**src/hw/core_consts.svh**
```systemverilog
`ifndef CORE_CONSTS_SVH
`define CORE_CONSTS_SVH

// datapath and register file sizes
`define DATA_W 16
`define REG_W 3
`define NUM_REGS 8
`define OP_W 5
`define FN_W 2

// data memory, word addressed by the low address bits
`define DMEM_WORDS 256
`define DMEM_AW 8

// major opcodes, anything else decodes as nop
`define OP_ADDIU 5'b01001
`define OP_LI 5'b01101
`define OP_RRR 5'b11100
`define OP_LW 5'b10011
`define OP_SW 5'b11011
`define OP_BEQZ 5'b00100
`define OP_JR 5'b11110
`define OP_NOP 5'b00001

// function field of the register form
`define FN_AND 2'b00
`define FN_ADDU 2'b01
`define FN_OR 2'b10
`define FN_SUBU 2'b11

// alu select: low bits are a function code, top bit passes operand b through
`define ALU_W 3
`define ALU_PASS 3'b100

// operand source selects for execute
`define FWD_REG 2'b00
`define FWD_EXMEM 2'b01
`define FWD_WB 2'b10

// nop opcode, all fields zero
`define NOP_WORD 16'h0800

`endif
```
**src/hw/cpuPkg.sv**
```systemverilog
`include "core_consts.svh"

package cpuPkg;

	// register form: op rx ry rz fn
	typedef struct packed
	{
		logic [`OP_W-1:0] op;
		logic [`REG_W-1:0] rx;
		logic [`REG_W-1:0] ry;
		logic [`REG_W-1:0] rz;
		logic [`FN_W-1:0] fn;
	} regFields;

	// immediate form: li, addiu, beqz
	typedef struct packed
	{
		logic [`OP_W-1:0] op;
		logic [`REG_W-1:0] rx;
		logic [7:0] imm8;
	} immFields;

	// memory form: lw, sw with short offset
	typedef struct packed
	{
		logic [`OP_W-1:0] op;
		logic [`REG_W-1:0] rx;
		logic [`REG_W-1:0] ry;
		logic [4:0] imm5;
	} memFields;

	// one fetched word, three ways of reading it
	typedef union packed
	{
		regFields regView;
		immFields immView;
		memFields memView;
	} instrWord;

endpackage

```
**src/hw/pipeBuses.sv**
```systemverilog
`timescale 1ns/10ps
`include "core_consts.svh"

// ---------------------------------------------------------------------------
// ID/EX register contents
// ---------------------------------------------------------------------------
interface idExBus;
	logic valid;
	logic regWrite;
	logic memRead;
	logic memWrite;
	logic isBeqz;
	logic isJr;
	logic [`ALU_W-1:0] aluFn;
	logic useImm;
	logic [`DATA_W-1:0] operandA;
	logic [`DATA_W-1:0] operandB;
	// immediate, or absolute branch target for beqz
	logic [`DATA_W-1:0] imm;
	logic [`REG_W-1:0] srcA;
	logic [`REG_W-1:0] srcB;
	logic [`REG_W-1:0] dest;

	modport issue (output valid, regWrite, memRead, memWrite, isBeqz, isJr, aluFn, useImm,
		operandA, operandB, imm, srcA, srcB, dest);
	modport exec (input valid, regWrite, memRead, memWrite, isBeqz, isJr, aluFn, useImm,
		operandA, operandB, imm, dest);
	// hazard and forwarding only look at ids and the load flag
	modport watch (input valid, memRead, srcA, srcB, dest);
endinterface

// ---------------------------------------------------------------------------
// EX/MEM register contents
// ---------------------------------------------------------------------------
interface exMemBus;
	logic regWrite;
	logic memRead;
	logic memWrite;
	logic [`DATA_W-1:0] aluResult;
	logic [`DATA_W-1:0] storeData;
	logic [`REG_W-1:0] dest;

	modport issue (output regWrite, memRead, memWrite, aluResult, storeData, dest);
	modport mem (input regWrite, memRead, memWrite, aluResult, storeData, dest);
	modport watch (input regWrite, memRead, dest);
endinterface

```
**src/hw/cpuTop.sv**
```systemverilog
`timescale 1ns/10ps
`include "core_consts.svh"

module cpuTop
(
	input  logic CLK,
	input  logic RST,
	input  logic [`DATA_W-1:0] imemData,
	output logic [`DATA_W-1:0] imemAddr,
	output logic wbValid,
	output logic [`REG_W-1:0] wbReg,
	output logic [`DATA_W-1:0] wbData
);

	logic stall;
	logic redirect;
	logic [`DATA_W-1:0] target;
	logic [`DATA_W-1:0] ifInstr;
	logic [`DATA_W-1:0] ifPcPlus;
	logic [1:0] fwdA;
	logic [1:0] fwdB;

	// pipeline registers between stages
	idExBus idEx0 ();
	exMemBus exMem0 ();

	fetchStage fetch0 (.CLK(CLK), .RST(RST), .stall(stall), .redirect(redirect),
		.target(target), .imemAddr(imemAddr), .imemData(imemData), .ifInstr(ifInstr),
		.ifPcPlus(ifPcPlus));

	decodeStage decode0 (.CLK(CLK), .RST(RST), .ifInstr(ifInstr), .ifPcPlus(ifPcPlus),
		.stall(stall), .redirect(redirect), .wbValid(wbValid), .wbReg(wbReg),
		.wbData(wbData), .idEx(idEx0.issue));

	// load-use check against the instruction still in IF/ID
	hazardUnit hazard0 (.ifInstr(ifInstr), .idEx(idEx0.watch), .stall(stall));

	forwardUnit forward0 (.idEx(idEx0.watch), .exMem(exMem0.watch), .wbValid(wbValid),
		.wbReg(wbReg), .fwdA(fwdA), .fwdB(fwdB));

	executeStage execute0 (.CLK(CLK), .RST(RST), .idEx(idEx0.exec), .fwdA(fwdA),
		.fwdB(fwdB), .wbData(wbData), .exMem(exMem0.issue), .redirect(redirect),
		.target(target));

	// write-back triple leaves the core from here
	memStage mem0 (.CLK(CLK), .RST(RST), .exMem(exMem0.mem), .wbValid(wbValid),
		.wbReg(wbReg), .wbData(wbData));

endmodule

```
**src/hw/memStage.sv**
```systemverilog
`timescale 1ns/10ps
`include "core_consts.svh"

module memStage
(
	input  logic CLK,
	input  logic RST,
	exMemBus.mem exMem,
	output logic wbValid,
	output logic [`REG_W-1:0] wbReg,
	output logic [`DATA_W-1:0] wbData
);

	logic [`DATA_W-1:0] dmem [`DMEM_WORDS];
	logic [`DMEM_AW-1:0] addr;
	logic [`DATA_W-1:0] loadData;
	logic wbIsLoad;
	logic [`DATA_W-1:0] wbAlu;
	logic [`DATA_W-1:0] wbLoad;

	// upper address bits ignored
	assign addr = exMem.aluResult[`DMEM_AW-1:0];
	assign loadData = dmem[addr];

	always_ff @(posedge CLK)
	begin
		if (exMem.memWrite)
			dmem[addr] <= exMem.storeData;
	end

	// MEM/WB flags
	always_ff @(posedge CLK or negedge RST)
	begin
		if (!RST)
		begin
			wbValid <= 1'b0;
			wbIsLoad <= 1'b0;
		end
		else
		begin
			wbValid <= exMem.regWrite;
			wbIsLoad <= exMem.memRead;
		end
	end

	always_ff @(posedge CLK)
	begin
		wbReg <= exMem.dest;
		wbAlu <= exMem.aluResult;
		wbLoad <= loadData;
	end

	// write-back mux
	assign wbData = wbIsLoad ? wbLoad : wbAlu;

	// decode never sets both
	rwExclusive: assert property (@(posedge CLK) disable iff (!RST)
		!(exMem.memRead && exMem.memWrite));

endmodule

```
**src/hw/executeStage.sv**
```systemverilog
`timescale 1ns/10ps
`include "core_consts.svh"

module executeStage
(
	input  logic CLK,
	input  logic RST,
	idExBus.exec idEx,
	input  logic [1:0] fwdA,
	input  logic [1:0] fwdB,
	input  logic [`DATA_W-1:0] wbData,
	exMemBus.issue exMem,
	output logic redirect,
	output logic [`DATA_W-1:0] target
);

	logic [`DATA_W-1:0] aVal;
	logic [`DATA_W-1:0] bVal;
	logic [`DATA_W-1:0] opB;
	logic [`DATA_W-1:0] aluOut;

	// operand source per forwarding select
	function automatic logic [`DATA_W-1:0] fwdMux(input logic [1:0] sel,
		input logic [`DATA_W-1:0] regVal, input logic [`DATA_W-1:0] exVal,
		input logic [`DATA_W-1:0] wbVal);
		logic [`DATA_W-1:0] val;
		case (sel)
			`FWD_EXMEM: val = exVal;
			`FWD_WB: val = wbVal;
			default: val = regVal;
		endcase
		return val;
	endfunction

	assign aVal = fwdMux(fwdA, idEx.operandA, exMem.aluResult, wbData);
	assign bVal = fwdMux(fwdB, idEx.operandB, exMem.aluResult, wbData);
	// immediate forms, address calc included
	assign opB = idEx.useImm ? idEx.imm : bVal;

	// ---------------------------------------------------------------------------
	// alu
	// ---------------------------------------------------------------------------
	always_comb
	begin
		if (idEx.aluFn == `ALU_PASS)
			aluOut = opB;
		else
		begin
			case (idEx.aluFn[`FN_W-1:0])
				`FN_AND: aluOut = aVal & opB;
				`FN_ADDU: aluOut = aVal + opB;
				`FN_OR: aluOut = aVal | opB;
				default: aluOut = aVal - opB;
			endcase
		end
	end

	// branch and jump resolve here, two younger slots get squashed upstream
	assign redirect = idEx.valid && (idEx.isJr || (idEx.isBeqz && aVal == '0));
	assign target = idEx.isJr ? aVal : idEx.imm;

	// EX/MEM flags
	always_ff @(posedge CLK or negedge RST)
	begin
		if (!RST)
		begin
			exMem.regWrite <= 1'b0;
			exMem.memRead <= 1'b0;
			exMem.memWrite <= 1'b0;
		end
		else
		begin
			exMem.regWrite <= idEx.regWrite;
			exMem.memRead <= idEx.memRead;
			exMem.memWrite <= idEx.memWrite;
		end
	end

	// store data is the forwarded ry
	always_ff @(posedge CLK)
	begin
		exMem.aluResult <= aluOut;
		exMem.storeData <= bVal;
		exMem.dest <= idEx.dest;
	end

endmodule

```
**src/hw/forwardUnit.sv**
```systemverilog
`timescale 1ns/10ps
`include "core_consts.svh"

module forwardUnit
(
	idExBus.watch idEx,
	exMemBus.watch exMem,
	input  logic wbValid,
	input  logic [`REG_W-1:0] wbReg,
	output logic [1:0] fwdA,
	output logic [1:0] fwdB
);

	// youngest producer wins
	// a load in EX/MEM never matches here, hazard unit stalls that case
	function automatic logic [1:0] pickSource(input logic [`REG_W-1:0] src);
		logic [1:0] sel;
		if (exMem.regWrite && !exMem.memRead && exMem.dest == src)
			sel = `FWD_EXMEM;
		else if (wbValid && wbReg == src)
			sel = `FWD_WB;
		else
			sel = `FWD_REG;
		return sel;
	endfunction

	always_comb
	begin
		fwdA = pickSource(idEx.srcA);
		fwdB = pickSource(idEx.srcB);
	end

endmodule

```
**src/hw/hazardUnit.sv**
```systemverilog
`timescale 1ns/10ps
`include "core_consts.svh"

module hazardUnit
	import cpuPkg::*;
(
	input  logic [`DATA_W-1:0] ifInstr,
	idExBus.watch idEx,
	output logic stall
);

	instrWord iw;
	logic readsRx;
	logic readsRy;

	assign iw = ifInstr;

	// which source fields the IF/ID word really reads
	always_comb
	begin
		readsRx = 1'b0;
		readsRy = 1'b0;
		case (iw.regView.op)
			`OP_ADDIU, `OP_LW, `OP_BEQZ, `OP_JR:
				readsRx = 1'b1;
			`OP_RRR, `OP_SW:
			begin
				readsRx = 1'b1;
				readsRy = 1'b1;
			end
			default:
			begin
				readsRx = 1'b0;
				readsRy = 1'b0;
			end
		endcase
	end

	// load in execute feeding the next instruction
	assign stall = idEx.valid && idEx.memRead &&
		((readsRx && idEx.dest == iw.regView.rx) || (readsRy && idEx.dest == iw.regView.ry));

endmodule

```
**src/hw/decodeStage.sv**
```systemverilog
`timescale 1ns/10ps
`include "core_consts.svh"

module decodeStage
	import cpuPkg::*;
(
	input  logic CLK,
	input  logic RST,
	input  logic [`DATA_W-1:0] ifInstr,
	input  logic [`DATA_W-1:0] ifPcPlus,
	input  logic stall,
	input  logic redirect,
	input  logic wbValid,
	input  logic [`REG_W-1:0] wbReg,
	input  logic [`DATA_W-1:0] wbData,
	idExBus.issue idEx
);

	instrWord iw;
	logic [`DATA_W-1:0] regs [`NUM_REGS];
	// decoded, not yet registered
	logic dValid;
	logic dRegWrite;
	logic dMemRead;
	logic dMemWrite;
	logic dIsBeqz;
	logic dIsJr;
	logic dUseImm;
	logic [`ALU_W-1:0] dAluFn;
	logic [`DATA_W-1:0] dImm;
	logic [`REG_W-1:0] dDest;
	logic [`DATA_W-1:0] immS8;
	logic [`DATA_W-1:0] immZ8;
	logic [`DATA_W-1:0] immS5;
	logic [`DATA_W-1:0] rdA;
	logic [`DATA_W-1:0] rdB;
	logic bubble;

	assign iw = ifInstr;
	assign immS8 = {{(`DATA_W-8){iw.immView.imm8[7]}}, iw.immView.imm8};
	assign immZ8 = {{(`DATA_W-8){1'b0}}, iw.immView.imm8};
	assign immS5 = {{(`DATA_W-5){iw.memView.imm5[4]}}, iw.memView.imm5};
	assign bubble = stall || redirect;

	// ---------------------------------------------------------------------------
	// opcode decode
	// ---------------------------------------------------------------------------
	always_comb
	begin
		dValid = 1'b1;
		dRegWrite = 1'b0;
		dMemRead = 1'b0;
		dMemWrite = 1'b0;
		dIsBeqz = 1'b0;
		dIsJr = 1'b0;
		dUseImm = 1'b0;
		dAluFn = {1'b0, `FN_ADDU};
		dImm = immS8;
		// most forms write back to rx
		dDest = iw.regView.rx;
		case (iw.regView.op)
			`OP_ADDIU:
			begin
				dRegWrite = 1'b1;
				dUseImm = 1'b1;
			end
			`OP_LI:
			begin
				dRegWrite = 1'b1;
				dUseImm = 1'b1;
				dAluFn = `ALU_PASS;
				dImm = immZ8;
			end
			`OP_RRR:
			begin
				dRegWrite = 1'b1;
				dAluFn = {1'b0, iw.regView.fn};
				dDest = iw.regView.rz;
			end
			`OP_LW:
			begin
				dRegWrite = 1'b1;
				dMemRead = 1'b1;
				dUseImm = 1'b1;
				dImm = immS5;
				dDest = iw.memView.ry;
			end
			`OP_SW:
			begin
				dMemWrite = 1'b1;
				dUseImm = 1'b1;
				dImm = immS5;
			end
			`OP_BEQZ:
			begin
				dIsBeqz = 1'b1;
				// target resolved here so execute only tests rx
				dImm = ifPcPlus + immS8;
			end
			`OP_JR:
				dIsJr = 1'b1;
			`OP_NOP:
				dValid = 1'b0;
			default:
				dValid = 1'b0;
		endcase
	end

	// register file with write-through on a same-cycle write-back
	assign rdA = (wbValid && wbReg == iw.regView.rx) ? wbData : regs[iw.regView.rx];
	assign rdB = (wbValid && wbReg == iw.regView.ry) ? wbData : regs[iw.regView.ry];

	always_ff @(posedge CLK or negedge RST)
	begin
		if (!RST)
		begin
			for (int i = 0; i < `NUM_REGS; i++)
				regs[i] <= '0;
		end
		else if (wbValid)
		begin
			regs[wbReg] <= wbData;
		end
	end

	// ---------------------------------------------------------------------------
	// ID/EX register
	// ---------------------------------------------------------------------------
	always_ff @(posedge CLK or negedge RST)
	begin
		if (!RST)
		begin
			idEx.valid <= 1'b0;
			idEx.regWrite <= 1'b0;
			idEx.memRead <= 1'b0;
			idEx.memWrite <= 1'b0;
			idEx.isBeqz <= 1'b0;
			idEx.isJr <= 1'b0;
		end
		// stall or squash loads a bubble
		else if (bubble)
		begin
			idEx.valid <= 1'b0;
			idEx.regWrite <= 1'b0;
			idEx.memRead <= 1'b0;
			idEx.memWrite <= 1'b0;
			idEx.isBeqz <= 1'b0;
			idEx.isJr <= 1'b0;
		end
		else
		begin
			idEx.valid <= dValid;
			idEx.regWrite <= dRegWrite;
			idEx.memRead <= dMemRead;
			idEx.memWrite <= dMemWrite;
			idEx.isBeqz <= dIsBeqz;
			idEx.isJr <= dIsJr;
		end
	end

	// operands and ids carry no meaning in a bubble
	always_ff @(posedge CLK)
	begin
		idEx.aluFn <= dAluFn;
		idEx.useImm <= dUseImm;
		idEx.operandA <= rdA;
		idEx.operandB <= rdB;
		idEx.imm <= dImm;
		idEx.srcA <= iw.regView.rx;
		idEx.srcB <= iw.regView.ry;
		idEx.dest <= dDest;
	end

	// the stall bubble pushes the load out of ID/EX, so stall cannot repeat
	stallOnce: assert property (@(posedge CLK) disable iff (!RST) stall |=> !stall);

endmodule

```
**src/hw/fetchStage.sv**
```systemverilog
`timescale 1ns/10ps
`include "core_consts.svh"

module fetchStage
(
	input  logic CLK,
	input  logic RST,
	input  logic stall,
	input  logic redirect,
	input  logic [`DATA_W-1:0] target,
	output logic [`DATA_W-1:0] imemAddr,
	input  logic [`DATA_W-1:0] imemData,
	output logic [`DATA_W-1:0] ifInstr,
	output logic [`DATA_W-1:0] ifPcPlus
);

	logic [`DATA_W-1:0] pc;
	logic [`DATA_W-1:0] pcPlus;

	// instruction memory is read straight from the pc
	assign imemAddr = pc;
	assign pcPlus = pc + 1'b1;

	// pc and IF/ID word, redirect wins over stall
	always_ff @(posedge CLK or negedge RST)
	begin
		if (!RST)
		begin
			pc <= '0;
			ifInstr <= `NOP_WORD;
		end
		else if (redirect)
		begin
			pc <= target;
			// younger instruction in flight is dropped
			ifInstr <= `NOP_WORD;
		end
		else if (!stall)
		begin
			pc <= pcPlus;
			ifInstr <= imemData;
		end
	end

	// return address travels with the word, only beqz uses it
	always_ff @(posedge CLK)
	begin
		if (!stall)
			ifPcPlus <= pcPlus;
	end

	pcKnown: assert property (@(posedge CLK) disable iff (!RST) !$isunknown(imemAddr));

endmodule

```
**config.mk**
```make
export PLATFORM = sky130hd
export DESIGN_NAME = cpuTop
export DESIGN_NICKNAME = d
export VERILOG_FILES = /design/src/hw/cpuPkg.sv /design/src/hw/pipeBuses.sv /design/src/hw/cpuTop.sv /design/src/hw/memStage.sv /design/src/hw/executeStage.sv /design/src/hw/forwardUnit.sv /design/src/hw/hazardUnit.sv /design/src/hw/decodeStage.sv /design/src/hw/fetchStage.sv
export VERILOG_INCLUDE_DIRS = /design/src /design/src/hw
export SDC_FILE = /design/constraint.sdc
export NUM_CORES = 2
export LEC_CHECK = 0
export ABC_CLOCK_PERIOD_IN_PS = 6300
export BUFFER_PORTS_ARGS = -buffer_cell sky130_fd_sc_hd__buf_4
export CAP_MARGIN = 20
export CORE_MARGIN = 2
export CORE_UTILIZATION = 45
export DETAILED_ROUTE_END_ITERATION = 10
export PLACE_DENSITY = 0.61
export SYNTH_ARGS = -nofsm -noshare
export SYNTH_HDL_FRONTEND = slang
export SYNTH_HIERARCHICAL = 1
export SYNTH_SLANG_ARGS = --single-unit
```
**constraint.sdc**
```tcl
create_clock -name CLK -period 6.3 [get_ports CLK]
set_clock_uncertainty 0.2 [all_clocks]
set_input_delay 1.26 -clock CLK [delete_from_list [all_inputs] [get_ports CLK]]
set_output_delay 1.26 -clock CLK [all_outputs]
set_load 0.01 [all_outputs]
```
* After elaboration in Yosys (flattened, before gate mapping) *
Memory sizes are Yosys's and may differ from the RTL's. A register that Yosys moved wholly into a read port is not among the register bits.
Cells that the tools add are included.
Widths: inputs -> output; s select.

storage, ports and cells
  bits in writable memories = 4,096
  register bits after elaboration = 302
  output and inout bits = 36
  memories = 1
  logic and storage cells = 144

operators by class
  add/sub/neg operators = 4
  magnitude comparators = 4
  bitwise gates (word level) = 5
  equality and inequality tests = 23
  mux-type cells = 46
  reduce and logical (&&, ||, !) cells = 26

memory list
  name       words  width  read ports  clocked after memory_dff  write ports  line            RTL
  mem0.dmem  256    16     1           1                         1            memStage.sv:14  logic [`DATA_W-1:0] dmem [`DMEM_WORDS];

operator list
  cell                   number
  $mux 16                15
  $bwmux 128             1
  $bmux 16 s3            2
  $pmux 16 s3            2
  $pmux 16 s2            2
  $demux 16 s3           1
  $add 16x16->16         2
  $eq 3x3->1             8
  $eq 5x5->1 const B     4
  $mux 1                 17
  $add 16x1->16 const B  1
  $and 16x16->16         1
  $logic_not 16->1       1
  $or 16x16->16          1
  $sub 16x16->16         1
  $logic_and 1x1->1      14
  $ge 4x4->1 const B     3
  $not 3->4              3
  $pmux 3 s2             2
  $eq 5x4->1 const B     2
  $mux 2                 4
  $reduce_or 4->1        2
  $reduce_or 7->1        1
  $eq 2x1->1 const B     3
  10 further kinds       15

* Logic depth before layout (Yosys ltp) *
  depth after elaboration = 12
  gate-level depth with buffers = 22
  depth with buffers taken out = 20

* Modules after synthesis *
The synthesis kept the hierarchy.

by module, submodules not included
  module        instances  area each (sq um)  cells each
  memStage      1          156,022.1          6,766
  decodeStage   1          9,661.8            729
  executeStage  1          3,439.5            453
  fetchStage    1          2,334.7            208
  forwardUnit   1          156.4              19
  hazardUnit    1          138.9              21

* Worst setup path before layout *
Ideal clock, no wire load.

  kind = reg2reg
  start point = reg execute0.exMem.dest[0]
  end point = reg execute0.exMem.aluResult[14]
  cell stages (with the launch flop) = 21
  arrival = 4,678 ps
  path buffers = 2
  clock period less this slack = 4,940 ps
  setup time = 63 ps
  setup slack = 1,360 ps
  required time = 6,037 ps
  cell sequence = dfxtp_1 -> xor2_1 -> nor4_2 -> nor2_1 -> ha_1 -> buf_6 -> buf_2 -> a221oi_1 -> o22ai_1 -> o31a_1 -> inv_1 -> a21oi_1 -> xor2_1 -> ha_1 -> or3_1 -> and2_1 -> or2_1 -> and3_1 -> o311a_1 -> or4_1 -> nand3_1

on the way
  longest elaborated chain between the ends = 9
  elaborated cells on any way between the ends = 19

ends and longest elaborated chain
  what                                          line                RTL
  start: declaration                            pipeBuses.sv:43     modport issue (output regWrite, memRead, memWrite, aluResult, storeData, dest);
  $eq 3x3->1 (*)                                forwardUnit.sv:18   if (exMem.regWrite && !exMem.memRead && exMem.dest == src)
  $logic_and 1x1->1 (*)                         forwardUnit.sv:18
  $mux 2 (*)                                    forwardUnit.sv:18
  via fwdB[0]                                   cpuTop.sv:21        logic [1:0] fwdB;
  $eq 2x2->1 or $eq 2x1->1 (tied branches)      executeStage.sv:27  case (sel)
  $pmux 16 s2 (*)                               executeStage.sv:27
  $mux 16 (*)                                   executeStage.sv:38  assign opB = idEx.useImm ? idEx.imm : bVal;
  $sub 16x16->16, or another cell as far along  executeStage.sv:53  default: aluOut = aVal - opB;
  $pmux 16 s3                                   executeStage.sv:49  case (idEx.aluFn[`FN_W-1:0])
  $mux 16 (*)                                   executeStage.sv:45  if (idEx.aluFn == `ALU_PASS)
  via execute0.aluOut[14]                       executeStage.sv:20  logic [`DATA_W-1:0] aluOut;
  end signal: assignment                        executeStage.sv:82  exMem.aluResult <= aluOut;
  end: declaration                              pipeBuses.sv:43

The timed path passes the listed nets; every way through them passes the cells marked *.
A chain may end at the register's enable or synchronous reset.

==> flow_summary.ini <==
[floorplan]
chipWidth_um = 621.8
die_y_um = 621.8
dieArea_mm2 = 0.3866
core_area_mm2 = 0.3795
io_pins = 54
start_util_pct = 45.26
rows = 226

[setup_path]
startpoint = execute0/exMem.aluResult[0]
worst_setup_path_start_kind = flop
crit_required_ps = 6720
endpoint_kind = flop
cp.arrival_ps = 5980
path_class = reg -> reg
rr_startpoint = execute0/exMem.aluResult[0]
path_max_fanout = 74

[grt]
grt_pass1_wl_mm = 642.3
grt_pass1_vias = 86110
grt_overflow = 0
grt_max_degree = 209
track_usage_pct = 22.95
antenna_found_initial = 24

[sta]
post-route-period-util_pct = 88.32
fin_setup_tns_ps = 0
fmax_ghz = 0.1797
setup_viol = 0
drv_slew = 0
rsz0062_at_grt = no
holdWs_ps = 54.21
hold_violations = 0
max-slew-margin-rel_pct = 4.816
min_period_ps = 5564
worst_pin_slew_ps = 1428

[finish]
drive_gt1_share_pct = 28.10
nets = 8732
stdcell_count = 14070
syn_to_final_growth_pct = 13.33

[power_and_ir_drop]
p_total_mw = 81.77
peakVddDrop_mv = 0.3465
power_density_mw_per_mm2 = 420.1
p_comb_share_pct = 24.7
p_clk_share_pct = 30.9
swShare_pct = 30.44
p_leak_nw = 62.03
p_int_mw = 56.88
p_seq_share_pct = 44.4
power_switching_mw = 24.89

[run_status]
outcome = finished, final reports clean

[clock_tree]
cts.sinks = 4414
ctsResizeCount = 0
h-tree-depth = 5
cts_buffer_depth = 4
cts_setup_buffers = 0
numCtsBuffers = 447
cts_tree = done
cts_hold_buf = 0
cts_root_buffer = clkbuf_16
clk_pin_slew_ps = 60
clkLatencyLatePin_ps = 1010

[hold_path]
hold_class = in -> async

[synthesis]
synth_edf_count = 4112
syn_avg_cell_area_um2 = 20.96
netlist_instances = 8196
synth-seq-cells = 4414
synthDistinctLibCells = 82
synthArstFlopShare_pct = 3.874
yosys_warnings = 6
synth_fp_nets = 8253
synth_flop_cell = edfxtp_1
yosysSeqAreaShare_pct = 75.91
syn-cell-area_mm2 = 0.1718

[routing]
routed_wl_mm = 450.2
final_antenna_net_count = 0
drt_iter0_drc = 10710
routed-via-count = 86420
firstDrtPassIters = 5
drc_errors = 0
wl_per_cell_um = 32.00
via_per_inst = 6.144

[placement]
finalWeightedCongestion = 0.8351
place_inst = 13230
dp.final_hpwl_mm = 260.5
port_buffers = 53

[run]
cap_viol_max_count = 0
-- worst max-delay path, stage by stage, from the launching register on --
cell	delay [ps]
dfxtp_4	790
buf_12	530
buf_4	720
mux4_2	590
a22oi_1	190
a21oi_1	230
o41ai_1	920
buf_4	310
nand4_1	530
-- layout make-up --
type,instances,area (µm²)
fillers,29770,184800
flip-flops and latches,4414,130500
multi-input cells,3218,39150
clock buffers,566,11860
well taps,5016,6276
repair buffers,558,4763
clock inverters,246,1982
inverters,36,135.1
diodes,12,30.03
-- worst paths after layout --
path / end / slack, ps / cells past startpoint
worst min-delay path: fetch0/ifInstr[10] / 50 / 1
max in group asynchronous: decode0/regs[118] / 4620 / 2
worst min register to register: mem0/wbValid / 180 / 0
worst max-delay path: mem0/wbLoad[2] / 740 / 8
min in group CLK: mem0/wbValid / 180 / 0
worst max register to register: mem0/wbLoad[2] / 740 / 8
-- flip-flops by register name, indices dropped and copies added (netlist names), 16 cells and up --
name	flops
decode0/idEx.imm	16
decode0/idEx.operandA	16
decode0/idEx.operandB	16
decode0/regs	128
execute0/exMem.aluResult	16
execute0/exMem.storeData	16
fetch0/ifInstr	16
fetch0/ifPcPlus	16
fetch0/imemAddr	16
mem0/dmem	4096
mem0/wbAlu	16
mem0/wbLoad	16
-- layer usage --
metal,track usage (%),up-vias,wire (µm)
li1,-,35400,-
met1,32.97,46570,183800
met2,36.07,3805,214200
met3,4.369,638,38900
met4,6.510,10,13250
met5,0,-,74
-- through the flow --
step	area, µm²	setup slack [ps]	util, %
after global placement	180600	758.0	47.60
after global routing	194600	347.4	51.29
after CTS	194500	669.7	51.25
after floorplan	171800	1360	-
after detailed placement	180600	761.3	47.60
final	194700	735.9	51.29
-- synthesized netlist by cell type (all sizes together), types with 14 or more instances --
library cell	number	area share [%]
edfxtp	4112	72
mux4	1088	14
a22oi	537	2.3
nor2	330	0.72
a21oi	321	0.94
clkbuf	289	0.63
buf	239	0.83
dfrtp	170	2.5
mux2	155	1.0
nand2	134	0.30
dfxtp	131	1.5
o21ai	88	0.26
o41ai	65	0.34
mux2i	55	0.32
nor3	50	0.15
xnor2	50	0.25
xor2	41	0.21
ha	37	0.27
inv	36	0.079
nand3	32	0.11
nand4	32	0.12
nor2b	17	0.062
o21a	17	0.074
o22ai	15	0.055
a221oi	14	0.071
nand2b	14	0.055
nor4	14	0.062
-- cells in the final DEF (no fill, tap or decap), drive strengths merged, types with 8 or more instances in the layout --
cell / count
a21oi: 321
nand4: 32
nor2b: 17
a221oi: 14
o21a: 17
o41ai: 65
mux4: 1088
a22oi: 537
mux2i: 55
mux2: 155
or2: 8
buf: 558
and3: 9
nor4: 14
and2: 8
nor3: 50
nor2: 330
o21ai: 88
clkinv: 205
dfxtp: 131
nand2: 134
nor3b: 11
or3: 8
nand2b: 14
diode: 12
xor2: 41
edfxtp: 4112
xnor2: 50
o22ai: 15
ha: 37
clkbuf: 566
nand3: 32
bufinv: 23
dfrtp: 170
a21o: 9
inv: 50
-- power by group through the flow --
stage	clock [mW]	combinational, mW	sequential, mW
after floorplan	0	11.9	37.7
after global placement	0	20.0	36.9
after detailed placement	0	20.3	37.0
after CTS	25.7	20.3	36.4
after global routing	26.8	21.4	36.4
final	25.2	20.2	36.3
-- cell families (layout without fill, tap and decap cells) --
| group | count (synthesis) | after routing | share of synthesized area, % |
|---|---|---|---|
| AOI/OAI and AO/OA | 1110 | 1110 | 4.334 |
| xor gates and xnor gates | 91 | 91 | 0.4640 |
| adders and majority gates | 39 | 39 | 0.2928 |
| buffers and inverters | 564 | 1406 | 1.547 |
| DFF | 4414 | 4414 | 75.91 |
| muxes | 1298 | 1298 | 15.60 |
| other | 0 | 12 | 0 |
| and+or+nand+nor | 680 | 680 | 1.847 |
(Power assumes the default switching activity.)
